<file path="config.mk">
export PLATFORM = sky130hd
export DESIGN_NAME = dcache_main_fsm
export DESIGN_NICKNAME = d
export VERILOG_FILES = /design/src/hw/dcache_pkg.sv /design/src/hw/dcache_main_fsm.sv
export SDC_FILE = /design/constraint.sdc
export NUM_CORES = 1
export LEC_CHECK = 0
export BUFFER_PORTS_ARGS = -buffer_cell sky130_fd_sc_hd__buf_2
export CORE_MARGIN = 1
export CORE_UTILIZATION = 38
export CTS_CLUSTER_DIAMETER = 30
export DETAILED_ROUTE_END_ITERATION = 10
export MAX_ROUTING_LAYER = met4
export PLACE_DENSITY_LB_ADDON = 0.05
export SETUP_SLACK_MARGIN = 0.2
export SLEW_MARGIN = 10
export SYNTH_ARGS = -nofsm -noshare
export SYNTH_HDL_FRONTEND = slang
export SYNTH_SLANG_ARGS = --single-unit
</file>
<file path="constraint.sdc">
create_clock -name clk -period 2.2 [get_ports clk]
set_clock_uncertainty 0.1 [all_clocks]
set_input_delay 0 -clock clk [delete_from_list [all_inputs] [get_ports clk]]
set_output_delay 0 -clock clk [all_outputs]
set_load 0.01 [all_outputs]
</file>
<file path="src/hw/dcache_pkg.sv">
package dcache_pkg;

    // Geometry
    localparam int ADDR_W         = 32;
    localparam int SET_NUM        = 16;
    localparam int INDEX_W        = 4;
    localparam int OFFSET_W       = 4;
    localparam int TAG_W          = 24;
    localparam int LINE_BYTES     = 16;
    localparam int WORDS_PER_LINE = 4;
    localparam int WAY_NUM        = 2;

    // Core access opcodes
    typedef enum logic [2:0] {
        LD_W  = 3'b000,
        ST_W  = 3'b001,
        LD_B  = 3'b010,
        LD_H  = 3'b011,
        LD_BU = 3'b100,
        LD_HU = 3'b101,
        ST_B  = 3'b110,
        ST_H  = 3'b111
    } mem_type_e;

    typedef enum logic [2:0] {
        IDLE       = 3'h0,
        LOOKUP     = 3'h1,
        MISS       = 3'h2,
        REFILL     = 3'h3,
        WAIT_WRITE = 3'h4,
        MISS_A     = 3'h5
    } cache_state_e;

endpackage

</file>
<file path="src/hw/dcache_main_fsm.sv">
`timescale 1ns/1ps

module dcache_main_fsm (
    input  logic                          clk,
    input  logic                          rstn,
    input  logic                          req_fire,
    input  logic                          pipe_valid,
    input  logic                          pipe_we,
    input  dcache_pkg::mem_type_e         pipe_type,
    input  logic [dcache_pkg::ADDR_W-1:0] pipe_addr,
    input  logic [1:0]                    hit,
    input  logic                          way_sel,
    input  logic                          d_arready,
    input  logic                          d_rvalid,
    input  logic                          d_rlast,
    input  logic                          write_finish,
    output logic                          req_ready,
    output logic                          resp_valid,
    output logic [31:0]                   mem_we,
    output logic [1:0]                    tag_we,
    output logic                          lru_update,
    output logic                          miss_lru_update,
    output logic                          miss_way,
    output logic                          refill_sel,
    output logic                          d_arvalid,
    output logic [dcache_pkg::ADDR_W-1:0] d_araddr,
    output logic                          d_rready,
    output logic                          wb_start,
    output logic                          wb_clear
);
    import dcache_pkg::*;

    cache_state_e          state;
    cache_state_e          state_next;
    logic [LINE_BYTES-1:0] store_be;
    logic                  is_hit;

    assign is_hit = pipe_valid && (hit != 2'b00);

    // Byte enables inside one line
    always_comb begin
        case (pipe_type)
            ST_W:    store_be = 16'h000f << {pipe_addr[3:2], 2'b00};
            ST_H:    store_be = pipe_addr[0] ? 16'h0000 : 16'h0003 << pipe_addr[OFFSET_W-1:0];
            ST_B:    store_be = 16'h0001 << pipe_addr[OFFSET_W-1:0];
            default: store_be = '0;
        endcase
    end

    always_ff @(posedge clk or negedge rstn) begin
        if (!rstn) begin
            state <= IDLE;
        end else begin
            state <= state_next;
        end
    end

    //////////////////////////////
    // Next state and outputs
    always_comb begin
        state_next      = state;
        req_ready       = 1'b0;
        resp_valid      = 1'b0;
        mem_we          = '0;
        tag_we          = '0;
        lru_update      = 1'b0;
        miss_lru_update = 1'b0;
        miss_way        = way_sel;
        refill_sel      = 1'b0;
        d_arvalid       = 1'b0;
        d_araddr        = '0;
        d_rready        = 1'b0;
        wb_start        = 1'b0;
        wb_clear        = 1'b0;
        case (state)
            IDLE: begin
                req_ready = 1'b1;
                if (req_fire) begin
                    state_next = LOOKUP;
                end
            end
            LOOKUP: begin
                if (is_hit) begin
                    req_ready  = 1'b1;
                    resp_valid = 1'b1;
                    lru_update = 1'b1;
                    if (pipe_we) begin
                        mem_we = hit[1] ? {store_be, 16'h0000} : {16'h0000, store_be};
                        tag_we = hit;
                    end
                    state_next = req_fire ? LOOKUP : IDLE;
                end else if (pipe_valid) begin
                    // Victim leaves while the line is fetched
                    wb_start   = 1'b1;
                    state_next = MISS_A;
                end else begin
                    state_next = IDLE;
                end
            end
            MISS_A: begin
                d_arvalid = 1'b1;
                d_araddr  = {pipe_addr[ADDR_W-1:OFFSET_W], {OFFSET_W{1'b0}}};
                if (d_arready) begin
                    state_next = MISS;
                end
            end
            MISS: begin
                d_rready = 1'b1;
                if (d_rvalid && d_rlast) begin
                    state_next = REFILL;
                end
            end
            REFILL: begin
                mem_we          = way_sel ? 32'hffff_0000 : 32'h0000_ffff;
                tag_we          = way_sel ? 2'b10 : 2'b01;
                refill_sel      = 1'b1;
                miss_lru_update = 1'b1;
                state_next      = WAIT_WRITE;
            end
            WAIT_WRITE: begin
                if (write_finish) begin
                    wb_clear   = 1'b1;
                    state_next = LOOKUP;
                end
            end
            default: state_next = IDLE;
        endcase
    end

    // Replayed request finds the refilled line
    assert property (@(posedge clk) disable iff (!rstn)
        (state == WAIT_WRITE && write_finish) |=> is_hit);

    assert property (@(posedge clk) disable iff (!rstn)
        (d_arvalid && !d_arready) |=> (d_arvalid && $stable(d_araddr)));

endmodule

</file>
==> qor.yml <==
ant_nets: 0
design_area_sq_mm: 0.00181
dpl.cell_count: 308
ys_types: 44
drc: 0
tns_ns: 0
die_y_um: 56.6
dp_hpwl_mm: 3.23
wl_per_cell_um: 13.0
setup_violations: 0
drt_wl_total_mm: 4.19
slowest_stage: "dfrtp_2"
start_util: 0.408
vdd_drop_max_v: 0.000714
start_kind: "flop"
fin_nets: 342
routed-via-count: 1705
num_antenna_cells: 0
syn_area_sq_mm: 0.00113
grt_usage: 0.253
cts_tree: "done"
drive_gt1_frac: 0.517
largest_reg_flops: 3
port_buffers: 118
overflow: 0
fin_crit_sh: 0.885
cp.arrival_ns: 1.85
ys_top_cells_by_area: "and3_1, o21ai_1, dfrtp_1"
multi_input_area_sq_um: 963
antenna_found_initial: 0
root_buffer: "clkbuf_4"
synth_top_area_share: 0.166
ys_seq_area_frac: 0.0662
coreArea_sq_mm: 0.00278
tightest_slew_ns: 0.609
slew_headroom: 0.590
fin_util: 0.650
cp_max_fo: 8
hold_viol: 0
synth.avg_cell_area_sq_um: 6.48
ys_warn_count: 0
firstDrtPassIters: 4
finalNonFillerCells: 321
highest_layer: "met4"
critPathKind: "flop to primary output"
cap_violations: 0
grt_max_degree: 32
hold_class: "primary input to flop"
grt_pass1_vias: 1438
synthFlopType: "dfrtp_1"
viasPerCell: 5.31
die_area_sq_mm: 0.00321
synth-edff-count: 0
required_ns: 2.10
crit_chain: "nand4bb_4 > nor3_4 > buf_4 > nand3_4 > o21ai_1 > buf_2"
met3_length_um: 378
grt_pass1_wl_mm: 6.40
cts_buffers: 3
wl_met2_mm: 2.14
top_regs: "state: 3 flops"
cpPeakStageDelay_ns: 0.44
area_growth_pct: 59.4
max_freq_ghz: 0.514
powerDensity_mw_per_mm2: 622
clockBufferDepth: 2
dpl_cell_area_sq_mm: 0.00167
yosys.area.top_type: "and3_1"
io_pins: 123
cts_max_level: 1
place_congestion: 0.924
met1_length_mm: 1.61
syn_inst: 175
final_max_slew_viol_count: 0
pre_cts_ws_ns: 0.411
status: "finished clean"
p_leak_nw: 1.15
register_area_sq_um: 78.8
worst_setup_path_end_kind: "primary output"
ys_seq_elements: 3
fillCellCount: 279
synthArstFlopShare: 1.00
fp.dieW_um: 56.6
regMostFlops: "state"
layout_setup_ws_ns: 0.253
period_needed_ns: 1.95
drt_first_iter_violations: 71
cts_sinks: 3
rsz0062_at_grt: "yes"
rows: 19
clkLatencyLatePin_ns: 0.25
path_clk_slew_ns: 0.04
layout by cell type, fill, tap and decap left out, types with 4 or more instances in the layout:
cell       n
nand2_1   13
conb_1     4
and3_1    30
buf_4      8
nor2b_1    5
o21ai_2    4
o21ai_1   18
buf_2    118
a21oi_1    5
nor2_1     9
ha_1       4
inv_1      5
o21ai_0   12
final timing paths:
check,slack [ns],cells past startpoint,from,endpoint
min reg2reg,0.54,2,state[1],state[1]
max in group asynchronous,1.30,3,rstn,state[0]
max reg2reg,0.63,5,state[0],state[0]
min,0.02,3,pipe_valid,state[0]
min in group asynchronous,0.53,3,rstn,state[1]
max,0.25,6,state[1],mem_we[25]
worst max-delay path, delay by kind of cell (launching register included):
kind / cells / cell delay, ns
AND/OR/NAND/NOR: 3 / 0.69
flip-flops: 1 / 0.44
AO/OA/AOI/OAI: 1 / 0.15
buffers and inverters: 2 / 0.31
power breakdown:
group / total (W) / leakage, nW / switching, W / internal [W]
Combinational: 0.000884 / 1.10 / 0.000500 / 0.000384
Clock: 0.000104 / 0.0150 / 0.0000355 / 0.0000684
Sequential: 0.000135 / 0.0348 / 0.0000497 / 0.0000854
Total: 0.00112 / 1.15 / 0.000586 / 0.000538
cell families after synthesis:
| logic type | synth area share |
|---|---|
| mux | 0.0177 |
| flops | 0.0662 |
| buf+inv | 0.124 |
| compound gates | 0.276 |
| simple gates | 0.469 |
| other cells | 0.00331 |
| fa+ha+maj | 0.0442 |
synthesized netlist by cell type (all sizes together), types with 2 or more instances:
master  instances
a31o            3
a21boi          2
a31oi           3
mux2i           2
nand3b          3
a21oi           6
nor2           10
nor2b           5
nand2b          2
ha              4
nand3           5
nand2          15
and3b           2
and3           30
nand4           2
nor3            4
o31ai           2
dfrtp           3
clkbuf         11
inv             5
buf            10
o21ai          34
area by class of cell:
type / instances / area share
inverter: 5 / 0.0104
timing repair buffer: 129 / 0.377
tap: 31 / 0.0215
clock buffer: 4 / 0.0145
multi-input combinational: 149 / 0.533
sequential: 3 / 0.0436
metrics by stage:
step	hold WS, ns	power, W
global route	0.0719	0.00122
floorplan	-0.396	0.000699
CTS	0.0183	0.00109
global placement	-0.303	0.000948
finish	0.0222	0.00112
detailed placement	-0.296	0.000947
layer usage:
| metal | GRT usage | up-vias |
|---|---|---|
| li1 | - | 854 |
| met1 | 0.301 | 751 |
| met2 | 0.440 | 93 |
| met3 | 0.0392 | 7 |
| met4 | 0.0662 | 0 |
| met5 | - | - |
repair_timing:
| action | CTS | global route |
|---|---|---|
| pin swaps | 2 | 6 |
| hold buffers | 3 | 0 |
| endpoints found under the hold margin | 4 | 0 |
| gates resized for setup | 3 | 9 |
| endpoints found under the setup margin | 13 | 26 |
| cloned | 0 | 0 |
| setup buffers | 3 | 3 |
Note: power is estimated with default switching activity, not from simulation.
