==> src/hw/dcache_pkg.sv <==
package dcache_pkg;

    // Geometry
    localparam int ADDR_W         = 32;
    localparam int SET_NUM        = 16;
    localparam int INDEX_W        = 4;
    localparam int OFFSET_W       = 4;
    localparam int TAG_W          = 24;
    localparam int LINE_BYTES     = 16;
    localparam int WORDS_PER_LINE = 4;
    localparam int WAY_NUM        = 2;

    // Core access opcodes
    typedef enum logic [2:0] {
        LD_W  = 3'b000,
        ST_W  = 3'b001,
        LD_B  = 3'b010,
        LD_H  = 3'b011,
        LD_BU = 3'b100,
        LD_HU = 3'b101,
        ST_B  = 3'b110,
        ST_H  = 3'b111
    } mem_type_e;

    typedef enum logic [2:0] {
        IDLE       = 3'h0,
        LOOKUP     = 3'h1,
        MISS       = 3'h2,
        REFILL     = 3'h3,
        WAIT_WRITE = 3'h4,
        MISS_A     = 3'h5
    } cache_state_e;

endpackage

==> src/hw/dcache_lru.sv <==
`timescale 1ns/1ps

module dcache_lru (
    input  logic                           clk,
    input  logic                           rstn,
    input  logic [dcache_pkg::INDEX_W-1:0] index,
    input  logic                           lru_update,
    input  logic [1:0]                     hit,
    input  logic                           miss_lru_update,
    input  logic                           miss_way,
    output logic                           way_sel
);
    import dcache_pkg::*;

    // Set bit names the next way to replace
    logic [SET_NUM-1:0] lru_bits;

    always_ff @(posedge clk or negedge rstn) begin
        if (!rstn) begin
            lru_bits <= '0;
        end else if (miss_lru_update) begin
            lru_bits[index] <= ~miss_way;
        end else if (lru_update) begin
            lru_bits[index] <= (hit == 2'b01);
        end
    end

    assign way_sel = lru_bits[index];

endmodule

==> config.mk <==
export PLATFORM = sky130hd
export DESIGN_NAME = dcache_lru
export DESIGN_NICKNAME = d
export VERILOG_FILES = /design/src/hw/dcache_pkg.sv /design/src/hw/dcache_lru.sv
export SDC_FILE = /design/constraint.sdc
export NUM_CORES = 1
export LEC_CHECK = 0
export BUFFER_PORTS_ARGS = -buffer_cell sky130_fd_sc_hd__buf_2
export CORE_MARGIN = 2
export CORE_UTILIZATION = 45
export DETAILED_ROUTE_END_ITERATION = 16
export PLACE_DENSITY_LB_ADDON = 0.12
export SYNTH_ARGS = -nofsm -noshare
export SYNTH_HDL_FRONTEND = slang
export SYNTH_SLANG_ARGS = --single-unit
==> constraint.sdc <==
create_clock -name clk -period 3.1 [get_ports clk]
set_clock_uncertainty 0.15 [all_clocks]
set_input_delay 0.62 -clock clk [delete_from_list [all_inputs] [get_ports clk]]
set_output_delay 0.62 -clock clk [all_outputs]
set_load 0.02 [all_outputs]
==> results of run 1 <==
per-stage QoR:
step                instance area (sq um)  std cells  util, %
floorplan                             900         75        -
global placement                      952        107     49.5
detailed placement                    952        107     49.5
CTS                                   988        111     51.4
global route                          988        111     51.4
finish                                988        111     51.4
cells in the final DEF (no fill, tap or decap), types with 2 or more instances in the layout:
cell / n
nand2b_1: 2
mux4_1: 2
dfrtp_1: 16
mux4_2: 2
nor4_1: 2
nor3_1: 7
nand3_1: 5
nand2_1: 2
buf_2: 11
nor2b_1: 2
clkbuf_4: 3
nor2_1: 5
mux2_2: 16
worst max-delay path by stage:
stage / from / cells past startpoint / to / slack [ps]
4_1_cts: index[0] / 5 / way_sel / 430
6_report: index[0] / 5 / way_sel / 450
5_1_grt: index[0] / 5 / way_sel / 360
2_1_floorplan: index[0] / 4 / way_sel / 750
3_3_place_gp: index[0] / 5 / way_sel / 440
3_5_place_dp: index[0] / 5 / way_sel / 430
metal layers:
layer  part of all wire, %  global-route usage, %  up-vias  routed length, um
met5                     0                      0        -                  0
met4                   3.1                   10.0        0                 50
met3                   5.8                   4.63        5                 94
met2                    46                   24.7       16                739
met1                    45                   22.3      293                724
li1                      -                      -      296                  -
cell type report:
cell class                      count  area, sq um
Clock buffer                        4         36.3
Fill cell                         190          933
Inverter                            1         3.75
Multi-Input combinational cell     52          459
Sequential cell                    16          400
Tap cell                           27         33.8
Timing Repair Buffer               11         55.1
kinds of logic (layout without fill, tap and decap cells):
group                  count (synthesis)  count (layout)
AOI/OAI and AO/OA                      6               6
buffers and inverters                  7              16
DFF                                   16              16
muxes                                 20              20
and+or+nand+nor                       26              26
worst max-delay path, stage by stage:
cell and delay (ps):
buf_2 290, mux4_2 560, a22oi_2 170, nand3_1 90, buf_2 160
report_power, final:
group	switching (uW)	total, uW	internal, uW
Combinational	51.5	124	72.8
Sequential	24.1	281	257
Clock	65.2	137	71.6
==> flow_metrics.env, run 1 <==
export IMPL_fin_setup_tns_ps=0
export IMPL_drt_initial_drc_count=18
export IMPL_synth_top_area_cell="dfrtp_1"
export IMPL_hp_class="in2async"
export IMPL_die_x_um=48.7
export IMPL_dp_worst_setup_slack_ps=430
export IMPL_leakage_uw=0.000428
export IMPL_num_vias=610
export IMPL_regMostFlops="lru_bits"
export IMPL_r2r_end="lru_bits[1]"
export IMPL_synthDistinctLibCells=22
export IMPL_worstSetupPathType="in2out"
export IMPL_postCtsSetupRepairBufs=0
export IMPL_cts_tree="done"
export IMPL_drtPass1Iterations=4
export IMPL_cts_root_buf="clkbuf_4"
export IMPL_htree_levels=1
export IMPL_grt_pass1_wl_mm=2.94
export IMPL_io_pins=12
export IMPL_gp_congestion=0.762
export IMPL_synth_avg_cell_area_sq_um=12.0
export IMPL_reg_top3="lru_bits x16"
export IMPL_drc=0
export IMPL_syn_inst=75
export IMPL_synthFlopType="dfrtp_1"
export IMPL_finalNetCount=96
export IMPL_dp_hpwl_mm=1.22
export IMPL_synth_commonest_cells="16 x dfrtp_1, 16 x mux2_2, 7 x nor3_1"
export IMPL_place_port_buffers=11
export IMPL_synth_compound_area_share_pct=5.70
export IMPL_maxSlewViolCount=0
export IMPL_max_freq_mhz=377
export IMPL_ir_worst_vdd_mv=0.247
export IMPL_clkTransAtPathRegs_ps=90
export IMPL_drive_gt1_share_pct=41.7
export IMPL_syn_cell_area_sq_um=900
export IMPL_clock_path_buffers=2
export IMPL_antenna_found_initial=0
export IMPL_rows=16
export IMPL_status="finished clean"
export IMPL_ctsResizeCount=0
export IMPL_grt_max_degree=18
export IMPL_regToRegStartpoint="lru_bits[1]"
export IMPL_initial_core_util_pct=46.8
export IMPL_clk_latency_ps=290
export IMPL_synth_xor_xnor_area_share_pct=0
export IMPL_finalHoldViolations=0
export IMPL_antenna_left=0
export IMPL_synthSimpleGateAreaFrac_pct=14.5
export IMPL_cts_sinks=16
export IMPL_r2r_cells=1
export IMPL_wl_per_cell_um=14.5
export IMPL_start_kind="primary input"
export IMPL_synth_async_reset_ratio_pct=100
export IMPL_cts_hold_buffers_added=0
export IMPL_relSlewSlack_pct=64.0
export IMPL_diodes=0
export IMPL_ys_warn_count=0
export IMPL_synth_top_family_by_area="multiplexers"
export IMPL_wl_mm=1.61
export IMPL_synth_edf_count=0
export IMPL_end_kind="output pin"
export IMPL_p_total_uw=542
export IMPL_synth_top_area_share_pct=44.5
export IMPL_ys_ff_latch=16
export IMPL_cap_violations=0
export IMPL_fin_crit_sh_pct=85.6
export IMPL_power_density_nw_per_um2=549
export IMPL_cts_inserted_buffers=3
export IMPL_vias_per_cell=5.50
export IMPL_fin_crit_ps=2650
export IMPL_largest_reg_flops=16
export IMPL_muxShareOfSynthArea_pct=30.9
export IMPL_crit_arrival_ps=1880
export IMPL_reg2reg_slack_ps=2180
export IMPL_whs_ps=69.2
export IMPL_grt_ovfl_total=0
export IMPL_required_ps=2330
export IMPL_synth_nets=86
export IMPL_die_h_um=48.7
export IMPL_critPathMaxFanout=17
export IMPL_netlist_top_cells_area="dfrtp_1 45%, mux2_2 20%, mux4_1 5.8%"
export IMPL_die_area_sq_um=2370
export IMPL_setup_viol=0
export IMPL_grt_pass1_vias=607
export IMPL_setup_slack_ps=447
export IMPL_core_area_sq_um=1920
export IMPL_area_delta_synth_final_pct=9.87
export IMPL_synth_adder_area_share_pct=0
export IMPL_seq_area_frac_synth_pct=44.5
export IMPL_worst_pin_slew_ps=535
export IMPL_gr_usage_all_layers_pct=16.9
export IMPL_rsz0062_at_grt="false"
Power figures use the tool's default switching activity.
==> run 2, diff against run 1 <==
--- a/config.mk
+++ b/config.mk
@@ -10,6 +10,7 @@
 export CORE_UTILIZATION = 45
 export DETAILED_ROUTE_END_ITERATION = 16
 export PLACE_DENSITY_LB_ADDON = 0.12
+export REMOVE_ABC_BUFFERS = 1
 export SYNTH_ARGS = -nofsm -noshare
 export SYNTH_HDL_FRONTEND = slang
 export SYNTH_SLANG_ARGS = --single-unit
==> run 2 against run 1 <==
  * Critical path depth is the same
  * Clock-buffer cell count shrank 1
  * Clock power shrank 23%
  * Sequential share of layout area grew 0.57 points
  * Cell count shrank 0.90%
  * Global-route usage shrank 0.73 points
  * Power shrank 6.4%
  * Register-to-register slack is essentially flat
  * Setup slack gained 17 ps
  * Maximum frequency grew 0.63%
  * Sequential cell count is the same
  * Die area is the same
  * Largest cell class unchanged
==> flow_metrics.env, run 2 (synthesized netlist as in run 1, its figures left out) <==
export IMPL_antenna_left=0
export IMPL_drt_initial_drc_count=12
export IMPL_rsz0062_at_grt="false"
export IMPL_cts_hold_buffers_added=0
export IMPL_wl_per_cell_um=14.3
export IMPL_drc=0
export IMPL_finalNetCount=96
export IMPL_wl_mm=1.57
export IMPL_worstSetupPathType="in2out"
export IMPL_rows=16
export IMPL_clk_latency_ps=280
export IMPL_status="finished clean"
export IMPL_initial_core_util_pct=46.8
export IMPL_setup_viol=0
export IMPL_clkTransAtPathRegs_ps=90
export IMPL_gp_congestion=0.830
export IMPL_regToRegStartpoint="lru_bits[1]"
export IMPL_grt_ovfl_total=0
export IMPL_fin_crit_sh_pct=85.0
export IMPL_postCtsSetupRepairBufs=0
export IMPL_required_ps=2330
export IMPL_ctsResizeCount=0
export IMPL_fin_crit_ps=2640
export IMPL_htree_levels=1
export IMPL_power_density_nw_per_um2=521
export IMPL_r2r_cells=1
export IMPL_relSlewSlack_pct=63.8
export IMPL_core_area_sq_um=1920
export IMPL_cap_violations=0
export IMPL_place_port_buffers=11
export IMPL_slowest_delay_ps=550
export IMPL_cts_tree="done"
export IMPL_grt_pass1_wl_mm=2.90
export IMPL_drive_gt1_share_pct=41.0
export IMPL_crit_top_cell="buf_2"
export IMPL_hp_class="in2async"
export IMPL_max_freq_mhz=379
export IMPL_ir_worst_vdd_mv=0.267
export IMPL_p_total_uw=508
export IMPL_gr_usage_all_layers_pct=16.1
export IMPL_maxSlewViolCount=0
export IMPL_die_x_um=48.7
export IMPL_area_delta_synth_final_pct=8.34
export IMPL_diodes=0
export IMPL_die_area_sq_um=2370
export IMPL_finalHoldViolations=0
export IMPL_grt_max_degree=18
export IMPL_vias_per_cell=5.45
export IMPL_cts_inserted_buffers=3
export IMPL_whs_ps=76.4
export IMPL_reg2reg_slack_ps=2190
export IMPL_cts_sinks=16
export IMPL_antenna_found_initial=0
export IMPL_worst_pin_slew_ps=537
export IMPL_fillCellCount=195
export IMPL_grt_pass1_vias=636
export IMPL_crit_arrival_ps=1870
export IMPL_die_h_um=48.7
export IMPL_largest_reg_flops=16
export IMPL_critPathMaxFanout=17
export IMPL_end_kind="output pin"
export IMPL_r2r_end="lru_bits[1]"
export IMPL_regMostFlops="lru_bits"
export IMPL_cts_root_buf="clkbuf_4"
export IMPL_slowest_stage="mux4_2"
export IMPL_layout_common_cells="16 x mux2_2, 16 x dfrtp_1, 11 x buf_2"
export IMPL_io_pins=12
export IMPL_num_vias=600
export IMPL_clock_path_buffers=2
export IMPL_drtPass1Iterations=4
export IMPL_start_kind="primary input"
export IMPL_fin_setup_tns_ps=0
export IMPL_dp_hpwl_mm=1.20
export IMPL_leakage_uw=0.000421
export IMPL_path_cells="buf_2, mux4_2, a22oi_2, nand3_1, buf_2"
export IMPL_reg_top3="lru_bits x16"
-- run 2: final cells by class --
type / count / area, sq um / area share [%]
Inverter: 1 / 3.75 / 0.385
Multi-Input combinational cell: 52 / 459 / 47.1
Tap cell: 27 / 33.8 / 3.47
Clock buffer: 3 / 22.5 / 2.31
Sequential cell: 16 / 400 / 41.1
Timing Repair Buffer: 11 / 55.1 / 5.65
-- run 2: worst max path at each step --
stage | startpoint | end | slack [ps] | depth (start not counted)
3_5_place_dp | index[0] | way_sel | 460 | 5
2_1_floorplan | index[0] | way_sel | 870 | 3
4_1_cts | index[0] | way_sel | 460 | 5
3_3_place_gp | index[0] | way_sel | 460 | 5
5_1_grt | index[0] | way_sel | 390 | 5
6_report | index[0] | way_sel | 460 | 5
-- run 2: layer usage --
metal,vias to the layer above,track usage [%],wire [um]
li1,295,-,-
met1,281,21.7,721
met2,22,24.7,719
met3,2,3.09,117
met4,0,8.57,14
met5,-,0,0
-- run 2: power breakdown --
part	internal (uW)	total, uW	switching [uW]	leakage, uW
clock network	45.1	105	60.2	0.0000138
registers	257	279	22.1	0.000203
logic	72.7	123	50.7	0.000204
-- run 2: worst max-delay path: cells and delay by family --
kind	cells	cell delay [ps]
compound gates	1	160
buf+inv	2	450
mux	1	550
simple gates	1	80
-- run 2: through the flow --
stage | cells | instance area (sq um) | setup slack (ps) | utilization, %
after floorplan | 69 | 863 | 873 | -
after global placement | 107 | 952 | 463 | 49.5
after detailed placement | 107 | 952 | 465 | 49.5
after CTS | 110 | 975 | 464 | 50.7
after global routing | 110 | 975 | 395 | 50.7
final | 110 | 975 | 464 | 50.7
==> run 3, diff against run 2 <==
--- a/config.mk
+++ b/config.mk
@@ -5,10 +5,12 @@
 export SDC_FILE = /design/constraint.sdc
 export NUM_CORES = 1
 export LEC_CHECK = 0
-export BUFFER_PORTS_ARGS = -buffer_cell sky130_fd_sc_hd__buf_2
+export CELL_PAD_IN_SITES_DETAIL_PLACEMENT = 2
+export CELL_PAD_IN_SITES_GLOBAL_PLACEMENT = 2
 export CORE_MARGIN = 2
-export CORE_UTILIZATION = 45
+export CORE_UTILIZATION = 43
 export DETAILED_ROUTE_END_ITERATION = 16
+export DONT_BUFFER_PORTS = 1
 export PLACE_DENSITY_LB_ADDON = 0.12
 export REMOVE_ABC_BUFFERS = 1
 export SYNTH_ARGS = -nofsm -noshare
==> constraint.sdc (replaced) <==
create_clock -name clk -period 3.1 [get_ports clk]
set_clock_uncertainty 0.15 [all_clocks]
set_input_delay 0.62 -clock clk [delete_from_list [all_inputs] [get_ports clk]]
set_output_delay 0.62 -clock clk [all_outputs]
set_load 0.005 [all_outputs]
==> run 3 against run 2 <==
  * Non-clock buffer count is 10 lower
  * Combinational power shrank 13%
  * Power rose by 5.2%
  * Sequential cell count stayed put
  * Design area down 3.2%
==> flow_metrics.env, run 3 (synthesized netlist as in run 1, its figures left out) <==
export IMPL_status="finished clean"
export IMPL_clkTransAtPathRegs_ps=100
export IMPL_reg2reg_slack_ps=2160
export IMPL_finalNetCount=86
export IMPL_clock_path_buffers=2
export IMPL_fin_util_pct=48.1
export IMPL_rsz0062_at_grt="false"
export IMPL_power_density_nw_per_um2=566
export IMPL_hold_path_depth=1
export IMPL_die_x_um=49.7
export IMPL_vias_per_cell=6.04
export IMPL_place_port_buffers=0
export IMPL_grt_pass1_wl_mm=3.64
export IMPL_diodes=0
export IMPL_grt_ovfl_total=0
export IMPL_rows=16
export IMPL_cts_root_buf="clkbuf_4"
export IMPL_fin_crit_sh_pct=72.1
export IMPL_largest_reg_flops=16
export IMPL_die_h_um=49.7
export IMPL_drive_gt1_share_pct=32.4
export IMPL_drt_initial_drc_count=9
export IMPL_fin_crit_ps=2240
export IMPL_multiInputGateArea_sq_um=459
export IMPL_worst_pin_slew_ps=736
export IMPL_p_total_uw=534
export IMPL_io_pins=12
export IMPL_cts_inserted_buffers=3
export IMPL_reg_top3="lru_bits x16"
export IMPL_area_delta_synth_final_pct=4.87
export IMPL_wl_mm=2.07
export IMPL_initial_core_util_pct=45.9
export IMPL_layout_common_cells="16 x mux2_2, 16 x dfrtp_1, 7 x nor3_1"
export IMPL_die_area_sq_um=2470
export IMPL_crit_arrival_ps=1470
export IMPL_wl_per_cell_um=20.5
export IMPL_hp_class="reg2reg"
export IMPL_holdPathEnd="lru_bits[1]"
export IMPL_setup_slack_ps=864
export IMPL_regMostFlops="lru_bits"
export IMPL_end_kind="output pin"
export IMPL_drtPass1Iterations=4
export IMPL_relSlewSlack_pct=50.8
export IMPL_dp_hpwl_mm=1.50
export IMPL_r2r_cells=1
export IMPL_antenna_left=0
export IMPL_register_area_sq_um=400
export IMPL_cts_sinks=16
export IMPL_gr_usage_all_layers_pct=20.0
export IMPL_ir_worst_vdd_mv=0.257
export IMPL_maxSlewViolCount=0
export IMPL_core_area_sq_um=1960
export IMPL_max_freq_mhz=447
export IMPL_r2r_end="lru_bits[4]"
export IMPL_slowest_delay_ps=500
export IMPL_dp_worst_setup_slack_ps=921
export IMPL_start_kind="flop"
export IMPL_cap_violations=0
export IMPL_antenna_found_initial=0
export IMPL_critPathMaxFanout=2
export IMPL_gp_congestion=0.725
export IMPL_required_ps=2330
export IMPL_leakage_uw=0.000388
export IMPL_num_vias=610
export IMPL_fin_setup_tns_ps=0
export IMPL_postCtsSetupRepairBufs=0
export IMPL_clk_latency_ps=290
export IMPL_grt_pass1_vias=692
export IMPL_htree_levels=1
export IMPL_slowest_stage="mux4_2"
export IMPL_cts_tree="done"
export IMPL_setup_viol=0
export IMPL_grt_max_degree=18
export IMPL_worstSetupPathType="reg2out"
export IMPL_drc=0
export IMPL_hold_start="lru_bits[1]"
export IMPL_finalHoldViolations=0
export IMPL_regToRegStartpoint="lru_bits[4]"
export IMPL_fillCellCount=217
export IMPL_path_cells="mux4_2, a22oi_2, nand3_1"
[run 3: changes by cell type in the layout (fill, tap and decap cells not counted)]
cell / before / now
buf_2: 11 / 0
clkbuf_8: 0 / 1
dlygate4sd3_1: 0 / 1
[run 3: worst max path at each step]
stage | startpoint | endpoint | depth (start not counted)
floorplan | index[0] | way_sel | 3
global placement | index[0] | way_sel | 3
detailed placement | index[0] | way_sel | 3
CTS | lru_bits[7] | way_sel | 3
global route | lru_bits[3] | way_sel | 3
finish | lru_bits[7] | way_sel | 3
[run 3: power by group]
| group | internal, uW | switching [uW] |
|---|---|---|
| clock network | 71.7 | 69.9 |
| registers | 257 | 28.5 |
| logic | 67.4 | 39.3 |
[run 3: what timing repair did]
item | 4_1_cts | 5_1_grt
endpoints found under the hold margin | 16 | 0
gates resized for setup | 0 | 0
hold buffers | 1 | 0
[run 3: cell type report]
class / instances / area share (%)
Clock buffer: 4 / 3.85
Inverter: 1 / 0.398
Multi-Input combinational cell: 52 / 48.7
Sequential cell: 16 / 42.4
Tap cell: 27 / 3.58
Timing Repair Buffer: 1 / 1.06
[run 3: worst max-delay path: cells and delay by family, from the launching register on]
kind	cells	cell delay (ps)
DFF	1	410
muxes	1	500
and+or+nand+nor	1	120
AOI/OAI and AO/OA	1	150
[run 3: through the flow]
step | instances | instance area (sq um) | hold WS (ps)
4_1_cts | 101 | 943 | 371
6_report | 101 | 943 | 367
3_5_place_dp | 96 | 897 | 175
2_1_floorplan | 69 | 863 | 174
3_3_place_gp | 96 | 897 | 175
5_1_grt | 101 | 943 | 396
[run 3: metal layers]
| layer | wire (um) | track usage (%) |
|---|---|---|
| met1 | 932 | 27.5 |
| met2 | 1050 | 32.4 |
| met3 | 57 | 3.64 |
| met4 | 29 | 5.56 |
| met5 | 0 | 0 |
